**config.mk**
```make
export PLATFORM = sky130hd
export DESIGN_NAME = id_stage
export DESIGN_NICKNAME = d
export VERILOG_FILES = /design/src/rtl/id_pkg.sv /design/src/rtl/id_stage.sv /design/src/rtl/id_branch_unit.sv /design/src/rtl/id_operand_unit.sv /design/src/rtl/id_decoder.sv /design/src/rtl/regfile.sv
export VERILOG_INCLUDE_DIRS = /design/src /design/src/include
export SDC_FILE = /design/constraint.sdc
export NUM_CORES = 1
export LEC_CHECK = 0
export BUFFER_PORTS_ARGS = -buffer_cell sky130_fd_sc_hd__buf_2
export CAP_MARGIN = 20
export CORE_ASPECT_RATIO = 2
export CORE_MARGIN = 2
export CORE_UTILIZATION = 30
export DETAILED_ROUTE_END_ITERATION = 12
export PLACE_DENSITY = 0.51
export SKIP_LAST_GASP = 1
export SLEW_MARGIN = 15
export SYNTH_ARGS = -nofsm -noshare
export SYNTH_HDL_FRONTEND = slang
export SYNTH_HIERARCHICAL = 1
export SYNTH_SLANG_ARGS = --single-unit
```
**constraint.sdc**
```tcl
create_clock -name clk -period 6.14 [get_ports clk]
set_clock_uncertainty 0.2 [all_clocks]
set_input_delay 0.921 -clock clk [delete_from_list [all_inputs] [get_ports clk]]
set_output_delay 0.921 -clock clk [all_outputs]
set_load 0.05 [all_outputs]
```
**src/include/id_consts.svh**
```systemverilog
`ifndef ID_CONSTS_SVH
`define ID_CONSTS_SVH

// datapath and instruction word width
`define ID_XLEN 32

// register file geometry
`define ID_REG_ADDR_W 5
`define ID_NUM_REGS 32

// jal writes its return address here
`define ID_RA_REG 31

// instruction field widths
`define ID_IMM_W 16
`define ID_JIDX_W 26

`endif
```
**src/rtl/id_pkg.sv**
```systemverilog
`include "id_consts.svh"

package id_pkg;

    typedef enum logic [5:0] {
        OP_SPECIAL = 6'h00,
        OP_JAL     = 6'h03,
        OP_BEQ     = 6'h04,
        OP_BNE     = 6'h05,
        OP_ADDIU   = 6'h09,
        OP_LUI     = 6'h0f,
        OP_LW      = 6'h23,
        OP_SW      = 6'h2b
    } opcode_e;

    typedef enum logic [5:0] {
        FN_SLL  = 6'h00,
        FN_SRL  = 6'h02,
        FN_SRA  = 6'h03,
        FN_JR   = 6'h08,
        FN_ADDU = 6'h21,
        FN_SUBU = 6'h23,
        FN_AND  = 6'h24,
        FN_OR   = 6'h25,
        FN_XOR  = 6'h26,
        FN_NOR  = 6'h27,
        FN_SLT  = 6'h2a,
        FN_SLTU = 6'h2b
    } funct_e;

    typedef enum logic [3:0] {
        ALU_ADD,
        ALU_SUB,
        ALU_SLT,
        ALU_SLTU,
        ALU_AND,
        ALU_NOR,
        ALU_OR,
        ALU_XOR,
        ALU_SLL,
        ALU_SRL,
        ALU_SRA,
        ALU_LUI
    } alu_op_e;

    typedef enum logic [2:0] {
        BR_NONE,
        BR_BEQ,
        BR_BNE,
        BR_JAL,
        BR_JR
    } branch_kind_e;

    // pc sits in the low word
    typedef struct packed {
        logic [`ID_XLEN-1:0] inst;
        logic [`ID_XLEN-1:0] pc;
    } fs_to_ds_t;

    typedef struct packed {
        alu_op_e                   alu_op;
        logic                      src1_is_sa;
        logic                      src1_is_pc;
        logic                      src2_is_imm;
        logic                      src2_is_8;
        logic                      load_op;
        logic                      gr_we;
        logic                      mem_we;
        logic [`ID_REG_ADDR_W-1:0] dest;
        logic [`ID_IMM_W-1:0]      imm;
        logic [`ID_REG_ADDR_W-1:0] rs;
        logic [`ID_REG_ADDR_W-1:0] rt;
        branch_kind_e              branch;
        logic [`ID_JIDX_W-1:0]     jidx;
    } decode_t;

    typedef struct packed {
        logic                      we;
        logic [`ID_REG_ADDR_W-1:0] dest;
        logic [`ID_XLEN-1:0]       data;
        logic                      load_pending;
    } es_fwd_t;

    typedef struct packed {
        logic                      we;
        logic [`ID_REG_ADDR_W-1:0] addr;
        logic [`ID_XLEN-1:0]       data;
    } reg_wr_t;

    typedef struct packed {
        alu_op_e                   alu_op;
        logic                      src1_is_sa;
        logic                      src1_is_pc;
        logic                      src2_is_imm;
        logic                      src2_is_8;
        logic                      load_op;
        logic                      gr_we;
        logic                      mem_we;
        logic [`ID_REG_ADDR_W-1:0] dest;
        logic [`ID_IMM_W-1:0]      imm;
        logic [`ID_XLEN-1:0]       rs_value;
        logic [`ID_XLEN-1:0]       rt_value;
        logic [`ID_XLEN-1:0]       pc;
    } ds_to_es_t;

    typedef struct packed {
        logic                stall;
        logic                taken;
        logic [`ID_XLEN-1:0] target;
    } br_t;

endpackage

```
**src/rtl/id_stage.sv**
```systemverilog
`timescale 1ns/1ps
`include "id_consts.svh"

module id_stage (
    input  logic               clk,
    input  logic               reset,
    input  logic               fs_to_ds_valid,
    input  id_pkg::fs_to_ds_t  fs_to_ds_bus,
    input  logic               es_allowin,
    input  id_pkg::es_fwd_t    es_fwd,
    input  id_pkg::reg_wr_t    ms_fwd,
    input  id_pkg::reg_wr_t    ws_wr,
    output logic               ds_allowin,
    output logic               ds_to_es_valid,
    output id_pkg::ds_to_es_t  ds_to_es_bus,
    output id_pkg::br_t        br
);

    logic                ds_valid;
    logic                ds_ready_go;
    id_pkg::fs_to_ds_t   fs_to_ds_r;
    id_pkg::decode_t     dec;
    logic [`ID_XLEN-1:0] rs_value;
    logic [`ID_XLEN-1:0] rt_value;

    assign ds_allowin     = !ds_valid || (ds_ready_go && es_allowin);
    assign ds_to_es_valid = ds_valid && ds_ready_go;

    always_ff @(posedge clk) begin
        if (reset) begin
            ds_valid <= 1'b0;
        end else if (ds_allowin) begin
            ds_valid <= fs_to_ds_valid;
        end
    end

    always_ff @(posedge clk) begin
        if (fs_to_ds_valid && ds_allowin) begin
            fs_to_ds_r <= fs_to_ds_bus;
        end
    end

    id_decoder u_decoder (
        .inst (fs_to_ds_r.inst),
        .dec  (dec)
    );

    id_operand_unit u_operand_unit (
        .clk      (clk),
        .rs       (dec.rs),
        .rt       (dec.rt),
        .es_fwd   (es_fwd),
        .ms_fwd   (ms_fwd),
        .ws_wr    (ws_wr),
        .rs_value (rs_value),
        .rt_value (rt_value),
        .ready_go (ds_ready_go)
    );

    // target base is the pc now in fetch, i.e. the delay slot
    id_branch_unit u_branch_unit (
        .dec      (dec),
        .rs_value (rs_value),
        .rt_value (rt_value),
        .ds_valid (ds_valid),
        .fetch_pc (fs_to_ds_bus.pc),
        .br       (br)
    );

    always_comb begin
        ds_to_es_bus.alu_op      = dec.alu_op;
        ds_to_es_bus.src1_is_sa  = dec.src1_is_sa;
        ds_to_es_bus.src1_is_pc  = dec.src1_is_pc;
        ds_to_es_bus.src2_is_imm = dec.src2_is_imm;
        ds_to_es_bus.src2_is_8   = dec.src2_is_8;
        ds_to_es_bus.load_op     = dec.load_op;
        ds_to_es_bus.gr_we       = dec.gr_we;
        ds_to_es_bus.mem_we      = dec.mem_we;
        ds_to_es_bus.dest        = dec.dest;
        ds_to_es_bus.imm         = dec.imm;
        ds_to_es_bus.rs_value    = rs_value;
        ds_to_es_bus.rt_value    = rt_value;
        ds_to_es_bus.pc          = fs_to_ds_r.pc;
    end

endmodule

```
**src/rtl/id_branch_unit.sv**
```systemverilog
`timescale 1ns/1ps
`include "id_consts.svh"

module id_branch_unit (
    input  id_pkg::decode_t     dec,
    input  logic [`ID_XLEN-1:0] rs_value,
    input  logic [`ID_XLEN-1:0] rt_value,
    input  logic                ds_valid,
    input  logic [`ID_XLEN-1:0] fetch_pc,
    output id_pkg::br_t         br
);

    logic                rs_eq_rt;
    logic                cond;
    logic [`ID_XLEN-1:0] branch_offset;
    logic [`ID_XLEN-1:0] branch_target;
    logic [`ID_XLEN-1:0] jump_target;

    assign rs_eq_rt = (rs_value == rt_value);

    // word offset relative to the delay slot
    assign branch_offset = {{(`ID_XLEN - `ID_IMM_W - 2){dec.imm[`ID_IMM_W-1]}}, dec.imm, 2'b00};
    assign branch_target = fetch_pc + branch_offset;
    assign jump_target   = {fetch_pc[`ID_XLEN-1:`ID_JIDX_W+2], dec.jidx, 2'b00};

    always_comb begin
        case (dec.branch)
            id_pkg::BR_BEQ: begin
                cond      = rs_eq_rt;
                br.target = branch_target;
            end
            id_pkg::BR_BNE: begin
                cond      = !rs_eq_rt;
                br.target = branch_target;
            end
            id_pkg::BR_JAL: begin
                cond      = 1'b1;
                br.target = jump_target;
            end
            id_pkg::BR_JR: begin
                cond      = 1'b1;
                br.target = rs_value;
            end
            default: begin
                cond      = 1'b0;
                br.target = branch_target;
            end
        endcase
        br.stall = ds_valid && (dec.branch != id_pkg::BR_NONE);
        br.taken = ds_valid && cond;
    end

endmodule

```
**src/rtl/id_operand_unit.sv**
```systemverilog
`timescale 1ns/1ps
`include "id_consts.svh"

module id_operand_unit (
    input  logic                      clk,
    input  logic [`ID_REG_ADDR_W-1:0] rs,
    input  logic [`ID_REG_ADDR_W-1:0] rt,
    input  id_pkg::es_fwd_t           es_fwd,
    input  id_pkg::reg_wr_t           ms_fwd,
    input  id_pkg::reg_wr_t           ws_wr,
    output logic [`ID_XLEN-1:0]       rs_value,
    output logic [`ID_XLEN-1:0]       rt_value,
    output logic                      ready_go
);

    logic [`ID_XLEN-1:0] rf_rdata1;
    logic [`ID_XLEN-1:0] rf_rdata2;
    logic                load_use;

    // youngest producer wins, register file last
    function automatic logic [`ID_XLEN-1:0] pick_operand(
        input logic [`ID_REG_ADDR_W-1:0] idx,
        input logic [`ID_XLEN-1:0]       rf_data,
        input id_pkg::es_fwd_t           es,
        input id_pkg::reg_wr_t           ms,
        input id_pkg::reg_wr_t           ws
    );
        logic                nonzero;
        logic [`ID_XLEN-1:0] value;
        nonzero = (idx != '0);
        if (nonzero && es.we && es.dest == idx) begin
            value = es.data;
        end else if (nonzero && ms.we && ms.addr == idx) begin
            value = ms.data;
        end else if (nonzero && ws.we && ws.addr == idx) begin
            value = ws.data;
        end else begin
            value = rf_data;
        end
        return value;
    endfunction

    regfile u_regfile (
        .clk    (clk),
        .raddr1 (rs),
        .raddr2 (rt),
        .rdata1 (rf_rdata1),
        .rdata2 (rf_rdata2),
        .wr     (ws_wr)
    );

    assign rs_value = pick_operand(rs, rf_rdata1, es_fwd, ms_fwd, ws_wr);
    assign rt_value = pick_operand(rt, rf_rdata2, es_fwd, ms_fwd, ws_wr);

    // load data not ready until memory stage
    assign load_use = es_fwd.load_pending && (es_fwd.dest == rs || es_fwd.dest == rt);
    assign ready_go = !load_use;

endmodule

```
**src/rtl/id_decoder.sv**
```systemverilog
`timescale 1ns/1ps
`include "id_consts.svh"

module id_decoder (
    input  logic [`ID_XLEN-1:0] inst,
    output id_pkg::decode_t     dec
);

    localparam logic [`ID_REG_ADDR_W-1:0] RA_REG = `ID_RA_REG;

    id_pkg::opcode_e           op;
    id_pkg::funct_e            funct;
    id_pkg::alu_op_e           r_alu_op;
    logic [`ID_REG_ADDR_W-1:0] rs;
    logic [`ID_REG_ADDR_W-1:0] rt;
    logic [`ID_REG_ADDR_W-1:0] rd;
    logic [`ID_REG_ADDR_W-1:0] sa;
    logic                      shamt_zero;
    logic                      rs_zero;
    logic                      dst_is_r31;
    logic                      dst_is_rt;

    assign op    = id_pkg::opcode_e'(inst[31:26]);
    assign rs    = inst[25:21];
    assign rt    = inst[20:16];
    assign rd    = inst[15:11];
    assign sa    = inst[10:6];
    assign funct = id_pkg::funct_e'(inst[5:0]);

    assign shamt_zero = (sa == '0);
    assign rs_zero    = (rs == '0);

    // alu operation for the special opcode
    always_comb begin
        case (funct)
            id_pkg::FN_ADDU: r_alu_op = id_pkg::ALU_ADD;
            id_pkg::FN_SUBU: r_alu_op = id_pkg::ALU_SUB;
            id_pkg::FN_SLT:  r_alu_op = id_pkg::ALU_SLT;
            id_pkg::FN_SLTU: r_alu_op = id_pkg::ALU_SLTU;
            id_pkg::FN_AND:  r_alu_op = id_pkg::ALU_AND;
            id_pkg::FN_OR:   r_alu_op = id_pkg::ALU_OR;
            id_pkg::FN_XOR:  r_alu_op = id_pkg::ALU_XOR;
            id_pkg::FN_NOR:  r_alu_op = id_pkg::ALU_NOR;
            id_pkg::FN_SLL:  r_alu_op = id_pkg::ALU_SLL;
            id_pkg::FN_SRL:  r_alu_op = id_pkg::ALU_SRL;
            id_pkg::FN_SRA:  r_alu_op = id_pkg::ALU_SRA;
            default:         r_alu_op = id_pkg::ALU_ADD;
        endcase
    end

    always_comb begin
        // unrecognised words fall through with nothing enabled
        dec.alu_op      = id_pkg::ALU_ADD;
        dec.src1_is_sa  = 1'b0;
        dec.src1_is_pc  = 1'b0;
        dec.src2_is_imm = 1'b0;
        dec.src2_is_8   = 1'b0;
        dec.load_op     = 1'b0;
        dec.gr_we       = 1'b0;
        dec.mem_we      = 1'b0;
        dec.branch      = id_pkg::BR_NONE;
        dec.imm         = inst[`ID_IMM_W-1:0];
        dec.rs          = rs;
        dec.rt          = rt;
        dec.jidx        = inst[`ID_JIDX_W-1:0];
        dst_is_r31      = 1'b0;
        dst_is_rt       = 1'b0;

        case (op)
            id_pkg::OP_SPECIAL: begin
                case (funct)
                    id_pkg::FN_ADDU, id_pkg::FN_SUBU, id_pkg::FN_SLT, id_pkg::FN_SLTU,
                    id_pkg::FN_AND, id_pkg::FN_OR, id_pkg::FN_XOR, id_pkg::FN_NOR: begin
                        if (shamt_zero) begin
                            dec.alu_op = r_alu_op;
                            dec.gr_we  = 1'b1;
                        end
                    end
                    id_pkg::FN_SLL, id_pkg::FN_SRL, id_pkg::FN_SRA: begin
                        if (rs_zero) begin
                            dec.alu_op     = r_alu_op;
                            dec.src1_is_sa = 1'b1;
                            dec.gr_we      = 1'b1;
                        end
                    end
                    id_pkg::FN_JR: dec.branch = id_pkg::BR_JR;
                    default: ;
                endcase
            end
            id_pkg::OP_ADDIU: begin
                dec.src2_is_imm = 1'b1;
                dec.gr_we       = 1'b1;
                dst_is_rt       = 1'b1;
            end
            id_pkg::OP_LUI: begin
                if (rs_zero) begin
                    dec.alu_op      = id_pkg::ALU_LUI;
                    dec.src2_is_imm = 1'b1;
                    dec.gr_we       = 1'b1;
                    dst_is_rt       = 1'b1;
                end
            end
            id_pkg::OP_LW: begin
                dec.src2_is_imm = 1'b1;
                dec.load_op     = 1'b1;
                dec.gr_we       = 1'b1;
                dst_is_rt       = 1'b1;
            end
            id_pkg::OP_SW: begin
                dec.src2_is_imm = 1'b1;
                dec.mem_we      = 1'b1;
            end
            id_pkg::OP_BEQ: dec.branch = id_pkg::BR_BEQ;
            id_pkg::OP_BNE: dec.branch = id_pkg::BR_BNE;
            id_pkg::OP_JAL: begin
                // link value is pc + 8
                dec.src1_is_pc = 1'b1;
                dec.src2_is_8  = 1'b1;
                dec.gr_we      = 1'b1;
                dec.branch     = id_pkg::BR_JAL;
                dst_is_r31     = 1'b1;
            end
            default: ;
        endcase

        dec.dest = dst_is_r31 ? RA_REG :
                   dst_is_rt  ? rt     :
                                rd;
    end

endmodule

```
**src/rtl/regfile.sv**
```systemverilog
`timescale 1ns/1ps
`include "id_consts.svh"

module regfile (
    input  logic                      clk,
    input  logic [`ID_REG_ADDR_W-1:0] raddr1,
    input  logic [`ID_REG_ADDR_W-1:0] raddr2,
    output logic [`ID_XLEN-1:0]       rdata1,
    output logic [`ID_XLEN-1:0]       rdata2,
    input  id_pkg::reg_wr_t           wr
);

    logic [`ID_XLEN-1:0] regs [`ID_NUM_REGS];

    always_ff @(posedge clk) begin
        if (wr.we) begin
            regs[wr.addr] <= wr.data;
        end
    end

    // r0 is hardwired, whatever was written there
    assign rdata1 = (raddr1 == '0) ? '0 : regs[raddr1];
    assign rdata2 = (raddr2 == '0) ? '0 : regs[raddr2];

endmodule

```
**Yosys cells after proc, flatten, opt, wreduce, memory -nomap -nowiden**

Memory sizes are Yosys's and may differ from the RTL's. A register that Yosys moved wholly into a read port is not among the register bits.
Index checks and enable logic that the tools add are counted.

- Register bits: 65
- RAM bits: 1,024
- Input bits: 183
- Output and inout port bits: 164
- Word-level logic and storage cells: 106
- Memories kept: 1

- Add/subtract/negate cells: 1
- Equality and inequality tests: 29
- Multiplexer cells: 35
- Reduce and logical (&&, ||, !) cells: 37

Memories:

| memory | depth | width | rd ports | clocked after memory_dff | write ports | line | source |
|---|---|---|---|---|---|---|---|
| u_operand_unit.u_regfile.regs | 32 | 32 | 2 | 2 | 1 | regfile.sv:13 | `` logic [`ID_XLEN-1:0] regs [`ID_NUM_REGS]; `` |

Operator list:

| cell | number |
|---|---|
| $mux W32 | 8 |
| $pmux W32 S2 | 1 |
| $eq A6 B6 Y1 const B | 10 |
| $pmux W4 S10 | 1 |
| $add A32 B32 Y32 | 1 |
| $eq A32 B32 Y1 | 1 |
| $eq A5 B5 Y1 | 6 |
| $mux W5 | 5 |
| $eq A6 B2 Y1 const B | 3 |
| $eq A6 B4 Y1 const B | 3 |
| $logic_and A1 B1 Y1 | 18 |
| $pmux W4 S2 | 2 |
| $logic_not A5 Y1 | 3 |
| $eq A6 B3 Y1 const B | 2 |
| $logic_not A6 Y1 | 2 |
| $pmux W3 S4 | 1 |
| $reduce_bool A5 Y1 | 2 |
| $mux W1 | 9 |
| $reduce_or A3 Y1 | 3 |
| $mux W4 | 2 |
| $reduce_or A8 Y1 | 1 |
| $eq A3 B2 Y1 const B | 2 |
| $pmux W1 S2 | 3 |
| $pmux W1 S3 | 2 |
| 7 further kinds | 11 |

**Depth between registers and ports, before layout**

Gate-level depths: netlist of run 1.

- Depth after elaboration: 10
- Depth in mapped cells: 19
- Depth with buffers taken out: 14

**Cells and area by module**

The synthesis of run 1 kept the hierarchy.

Modules (own cells, without submodules):

| module | times used | cells an instance | area each (sq um) | sequential area each (sq um) |
|---|---|---|---|---|
| regfile | 1 | 2,400 | 46,960.0 | 30,749.5 |
| id_operand_unit | 1 | 364 | 2,747.6 | 0.0 |
| id_branch_unit | 1 | 325 | 2,342.2 | 0.0 |
| id_stage | 1 | 102 | 2,224.6 | 1,941.9 |
| id_decoder | 1 | 127 | 853.3 | 0.0 |

**Worst setup path before layout of run 1**

OpenSTA, ideal clock, no wires.

- Kind: input to output
- From: input port es_fwd[33] (netlist name)
- To: output port br[32] (netlist name)
- Data arrival time: 4,726 ps
- Required time: 5,019 ps
- Slack: 293 ps
- Cell stages on the path: 14
- Buffers on the path: 2
- Cells stage by stage: xnor2_1 > nand2_1 > or4_1 > buf_2 > and2_0 > buf_6 > a221oi_1 > xnor2_1 > nand4_1 > nor4_1 > nand2_1 > mux2i_1 > nor2_1 > o21a_1

RTL lines:

| item | line | source |
|---|---|---|
| from (decl) | id_stage.sv:10 | `input id_pkg::es_fwd_t es_fwd,` |
| to (decl) | id_stage.sv:16 | `output id_pkg::br_t br` |

==> results of run 1 <==
==> sequential cells by signal, indices dropped and copies added (netlist names) <==
register	count
ds_valid	1
u_operand_unit/u_regfile/regs	1024
fs_to_ds_r	32
ds_to_es_bus	32
==> how the worst min path moves through the flow <==
stage                     startpoint  endpoint  slack [ns]  cells after the start
final                          reset  ds_valid        0.15                      2
after global routing           reset  ds_valid        0.15                      2
after CTS                      reset  ds_valid        0.12                      2
after detailed placement    ds_valid  ds_valid        0.41                      2
after global placement      ds_valid  ds_valid        0.40                      2
after floorplan             ds_valid  ds_valid        0.51                      2
==> layer usage <==
layer  vias to the layer above  global-route usage [%]  share of wire (%)
met5                         -                       0              0.042
met4                        14                    19.3                9.2
met3                       737                    5.28                7.9
met2                      2200                    44.2                 51
met1                     19600                    25.0                 32
li1                      14700                       -                  -
==> worst max-delay path: cells and delay by family (launching register included) <==
| kind | cells | cell delay (ns) |
|---|---|---|
| flip-flops | 1 | 0.38 |
| AND/OR/NAND/NOR | 5 | 0.98 |
| buffers and inverters | 5 | 1.07 |
| AO/OA/AOI/OAI | 5 | 1.23 |
| multiplexers | 2 | 0.67 |
| XOR/XNOR | 1 | 0.19 |
==> where the power goes <==
part | internal (mW) | total, mW | switching [mW]
Combinational | 1.20 | 3.44 | 2.23
Sequential | 8.29 | 8.36 | 0.0627
Clock | 3.48 | 6.43 | 2.95
==> area by class of cell <==
type                            count  area, sq um  share of cell area [%]
Tap cell                         2352         2940                    4.44
Multi-Input combinational cell   1815        21400                    32.2
Antenna cell                       12         30.0                  0.0453
Timing Repair Buffer              690         5740                    8.67
Clock inverter                     65          758                    1.14
Inverter                           70          268                   0.404
Sequential cell                  1089        32700                    49.4
Clock buffer                      108         2450                    3.70
==> timing repair <==
item,in CTS,in global routing
hold endpoints to repair,0,0
endpoints found under the setup margin,2,1
setup buffers,57,0
gates cloned,12,0
gates resized for setup,169,12
pin swaps,48,2
==> placed cells by master (no fill, tap or decap), drive strengths merged, types with 18 or more instances in the layout <==
master / n
and2: 21
a221oi: 63
nand2: 108
a21oi: 74
o221ai: 32
buf: 680
mux2: 24
nor3: 47
mux2i: 217
xor2: 22
o22ai: 55
edfxtp: 1088
nand3: 18
a221o: 28
a211o: 31
inv: 78
nor2: 88
ha: 29
clkbuf: 109
xnor2: 65
a22o: 89
mux4: 425
a22oi: 30
clkinv: 39
a21boi: 31
o21ai: 51
a2111oi: 31
and3: 36
a211oi: 48
==> kinds of logic after synthesis <==
group	count (synthesis)
DFF	1089
muxes	666
AOI/OAI and AO/OA	630
buffers and inverters	414
and+or+nand+nor	402
xor gates and xnor gates	87
adders and majority gates	30
==> stage by stage <==
step	hold WS [ns]	TNS (ns)	std cells	instance area, sq um
after global routing	0.151	-0.344	6195	66200
after CTS	0.123	-0.169	6187	66100
after floorplan	0.505	0	3318	55100
after global placement	0.404	-0.319	5946	61100
final	0.153	-0.269	6201	66200
after detailed placement	0.408	-0.317	5947	61100
==> out/metrics.yaml, run 1 <==
dp_hpwl_um: 159000
core_sq_um: 183000
rows: 222
slowest_stage: "mux4_2"
cts_tree: "done"
drt_iter0_markers: 3986
violations: "setup timing"
tightest_slew_ns: 1.19
muxShareOfSynthArea_pct: 21.8
root_buffer: "clkbuf_16"
min_period_ns: 6.41
grt_pass1_vias: 38200
wl_um: 237000
synth_cells: 3318
synth_most_common_cell: "edfxtp_1"
viasPerCell: 6.02
synth_xor_xnor_area_share_pct: 1.40
hold_buffers: 0
max_slew_margin_pct: 20.3
worstHoldPathType: "in -> reg"
reg2reg_from: "fs_to_ds_r[48]"
h-tree-depth: 3
avgSynthCellArea_sq_um: 16.6
ys_seq_area_share_pct: 59.3
power.density_nw_per_um2: 275
fill_cells: 17200
grt_pass1_wl_um: 318000
setup_slack_ns: -0.269
drv_cap: 0
antenna_left: 0
synth-compound-area-share_pct: 9.15
async_flop_share_pct: 0
status: "finished, violations left"
routedWlPerCell_um: 38.3
grt_use_total_pct: 24.8
leakagePower_nw: 22.5
reg2reg_setup_slack_ns: 1.99
slew_violations: 0
ys_top_cells_by_area: "edfxtp_1, mux4_2, mux2i_1"
drive_gt1_share_pct: 38.1
critPathKind: "reg -> out"
cts.path.max_buffers: 3
grt_max_degree: 49
reg2reg_depth: 11
dieArea_sq_um: 187000
synthSimpleGateAreaFrac_pct: 3.70
area_growth_pct: 20.1
ys_top_cells_by_count: "edfxtp_1, mux4_2, mux2i_1, clkbuf_1"
synth_fa_ha_area_share_pct: 0.695
dieWidth_um: 307
yosys_register_bits: 1089
drc: 0
yosysWarnings: 6
crit_path_end_kind: "output port"
critPathMaxStageDelay_ns: 0.52
fin_crit_sh_pct: 104
rsz0062_at_grt: "yes"
crit_fanout: 11
crit_required_ns: 5.02
clk_latency_ns: 0.73
vias: 37300
nets: 3973
synth.distinct_cells: 89
worstPathCellList: "buf_12 -> bufbuf_16 -> buf_4 -> bufbuf_16 -> mux4_2 -> a22o_1 -> a211oi_1 -> nor3_2 -> a221o_1 -> a22o_1 -> xnor2_1 -> nand4_1 -> nor4_4 -> nand2_4 -> mux2i_1 -> nor2_1 -> o21a_1 -> buf_6"
gp_congestion: 1.04
totalPowerFinal_mw: 18.2
synth_nets: 3531
clk_pin_slew_ns: 0.08
synth_top_family_by_area: "multiplexers"
syn-cell-area_sq_um: 55100
startpoint_type: "flip-flop"
synth_top_cell_by_area: "edfxtp_1"
io_pins: 347
place_ws_ns: -0.317
setup_viol: 1
cp.arrival_ns: 5.29
max_freq_mhz: 156
die_h_um: 610
grt.overflow.total: 0
post-route-util_pct: 36.2
finalHoldViolations: 0
peakVddDrop_mv: 0.202
crit_end: "br[32]"
synth_edf_count: 1088
antenna_found_initial: 34
first_pass_iters: 6
io_buffers: 346
clkSinkCount: 1089
start_util_pct: 30.2
synthDominantCellAreaShare_pct: 59.3
crit_path_start: "fs_to_ds_r[48]"
ys.flop_type: "edfxtp_1"
numCtsBuffers: 94
rr_endpoint: "ds_to_es_bus[28]"
No activity file was read; power rests on OpenSTA's default activity.
==> run 2, diff against run 1 <==
--- a/config.mk
+++ b/config.mk
@@ -8,11 +8,13 @@
 export LEC_CHECK = 0
 export BUFFER_PORTS_ARGS = -buffer_cell sky130_fd_sc_hd__buf_2
 export CAP_MARGIN = 20
+export CELL_PAD_IN_SITES_DETAIL_PLACEMENT = 1
+export CELL_PAD_IN_SITES_GLOBAL_PLACEMENT = 1
 export CORE_ASPECT_RATIO = 2
 export CORE_MARGIN = 2
 export CORE_UTILIZATION = 30
 export DETAILED_ROUTE_END_ITERATION = 12
-export PLACE_DENSITY = 0.51
+export PLACE_DENSITY = 0.57
 export SKIP_LAST_GASP = 1
 export SLEW_MARGIN = 15
 export SYNTH_ARGS = -nofsm -noshare
==> run 2 against run 1 <==
Utilization is the same. Sequential power is essentially flat. Largest power group unchanged. Clock power shrank 2%. Count of clock-buffer cells in the layout grew 1. The run still ends with setup timing left. Register-to-register slack gained 0.22 ns. Routed wire length grew 4.8%. Sequential share of layout area is the same. Non-clock buffer count grew 8. Total power shrank 0.41%. Design area is the same. Critical endpoint unchanged. Combinational power is essentially flat.
==> out/metrics.yaml, run 2 (synthesized netlist as in run 1, its figures left out) <==
status: "finished, violations left"
violations: "setup timing"
critPathKind: "reg -> out"
dieWidth_um: 307  # unchanged
startpoint_type: "flip-flop"
wl_um: 249000  # +4.8%
final_cell_mix: "edfxtp_1, mux4_2, buf_2"
nets: 3983  # +0.25%
gp_congestion: 0.980  # -6.1%
vias: 37500  # +0.54%
area_growth_pct: 20.1  # unchanged
grt_pass1_vias: 39600  # +3.7%
totalPowerFinal_mw: 18.1  # -0.41%
root_buffer: "clkbuf_16"
cts.path.max_buffers: 3  # unchanged
peakVddDrop_mv: 0.210  # +4.3%
power.density_nw_per_um2: 274  # -0.41%
largest_reg_flops: 1024  # unchanged
grt_pass1_wl_um: 337000  # +6.0%
clk_latency_ns: 0.74  # about the same
rows: 222  # unchanged
h-tree-depth: 3  # unchanged
drt_iter0_markers: 3698  # -7.2%
dieArea_sq_um: 187000  # unchanged
io_buffers: 346  # unchanged
reg2reg_from: "fs_to_ds_r[49]"
leakagePower_nw: 22.5  # about the same
hp-start: "reset"
fill_cells: 18500  # +7.2%
io_pins: 347  # unchanged
drv_cap: 0  # unchanged
max_freq_mhz: 156  # about the same
grt.overflow.total: 0  # unchanged
drc: 0  # unchanged
grt_use_total_pct: 26.3  # +1.5 points
crit_path_start: "fs_to_ds_r[48]"
cts_tree: "done"
setup_slack_ns: -0.272  # -0.00305 ns
holdWs_ns: 0.136  # -0.0164 ns
regArea_sq_um: 32700  # unchanged
finalHoldViolations: 0  # unchanged
worstHoldPathType: "in -> reg"
final_common_cell: "edfxtp_1"
start_util_pct: 30.2  # unchanged
routedWlPerCell_um: 40.0  # +4.4%
die_h_um: 610  # unchanged
crit_fanout: 10  # -1
clkSinkCount: 1089  # unchanged
grt_max_degree: 67  # +37%
viasPerCell: 6.03  # +0.19%
setup_viol: 1  # unchanged
antenna_left: 0  # unchanged
multiInputGateArea_sq_um: 21300  # -0.21%
reg2reg_setup_slack_ns: 2.21  # +0.22 ns
min_period_ns: 6.41  # +0.00305 ns
cp.arrival_ns: 5.29  # about the same
slew_violations: 0  # unchanged
numCtsBuffers: 96  # +2.1%
drive_gt1_share_pct: 38.5  # +0.43 points
tightest_slew_ns: 1.14  # -0.0545 ns
clk_pin_slew_ns: 0.07  # about the same
hold_buffers: 0  # unchanged
max_slew_margin_pct: 23.9  # +3.6 points
first_pass_iters: 5  # -1
crit_path_end_kind: "output port"
core_sq_um: 183000  # unchanged
fin_crit_sh_pct: 104  # about the same
regMostFlops: "u_operand_unit/u_regfile/regs"
crit_required_ns: 5.02  # about the same
dp_hpwl_um: 173000  # +9.2%
antenna_found_initial: 44  # +29%
rsz0062_at_grt: "yes"
==> run 2: final cells by class <==
class                      instances  area share, %
antenna                           25         0.0945
clock buffer                     109           3.70
tap                             2352           4.44
inverter                          70          0.404
timing repair buffer             698           8.80
clock inverter                    65           1.03
multi-input combinational       1815           32.2
sequential                      1089           49.4
==> run 2: power breakdown <==
group / leakage [nW] / internal [mW] / switching, mW
clock: 1.51 / 3.36 / 2.95
combinational: 11.2 / 1.20 / 2.26
sequential: 9.85 / 8.29 / 0.0718
total: 22.5 / 12.9 / 5.29
==> run 2: worst paths after layout <==
path / to / cells past startpoint
max: br[32] / 18
min: ds_valid / 2
max reg2reg: ds_to_es_bus[26] / 10
min reg2reg: ds_valid / 2
==> run 2: stage by stage <==
stage               setup WS, ns  instance area, sq um  setup TNS, ns  util (%)  std cells
CTS                       -0.182                 65900         -0.182      36.1       6185
global placement          -0.293                 61300         -0.293      33.5       5957
floorplan                  0.293                 55100              0         -       3318
finish                    -0.272                 66200         -0.272      36.2       6223
detailed placement        -0.180                 61300         -0.180      33.5       5958
global route              -0.349                 66200         -0.349      36.2       6209
==> run 2: critical path, cell delays in order (launching register included) <==
cell and delay, ns:
edfxtp_1 0.40, buf_12 0.16, buf_16 0.17, buf_4 0.17
buf_16 0.15, mux4_2 0.50, a22o_1 0.25, a211oi_2 0.28
nor3_2 0.13, a221oi_2 0.48, o2bb2ai_2 0.13, xnor2_2 0.27
nand4_1 0.20, nor4_4 0.38, nand2_2 0.23, mux2i_1 0.17
nor2_1 0.13, o21a_1 0.16, buf_6 0.16
==> run 2: what timing repair did <==
| item | 4_1_cts | 5_1_grt |
|---|---|---|
| endpoints found under the setup margin | 1 | 2 |
| pin swaps | 46 | 20 |
| gates cloned | 14 | 1 |
| setup buffers | 41 | 12 |
| gates resized for setup | 150 | 37 |
==> run 2: metal layers <==
layer	vias to the layer above	global-route usage, %	wire [um]	part of all wire [%]
met4	18	21.6	24500	9.8
met2	2034	47.3	129000	52
li1	14800	-	-	-
met1	19900	25.7	78300	31
met5	-	0	127	0.051
met3	786	5.52	16800	6.8
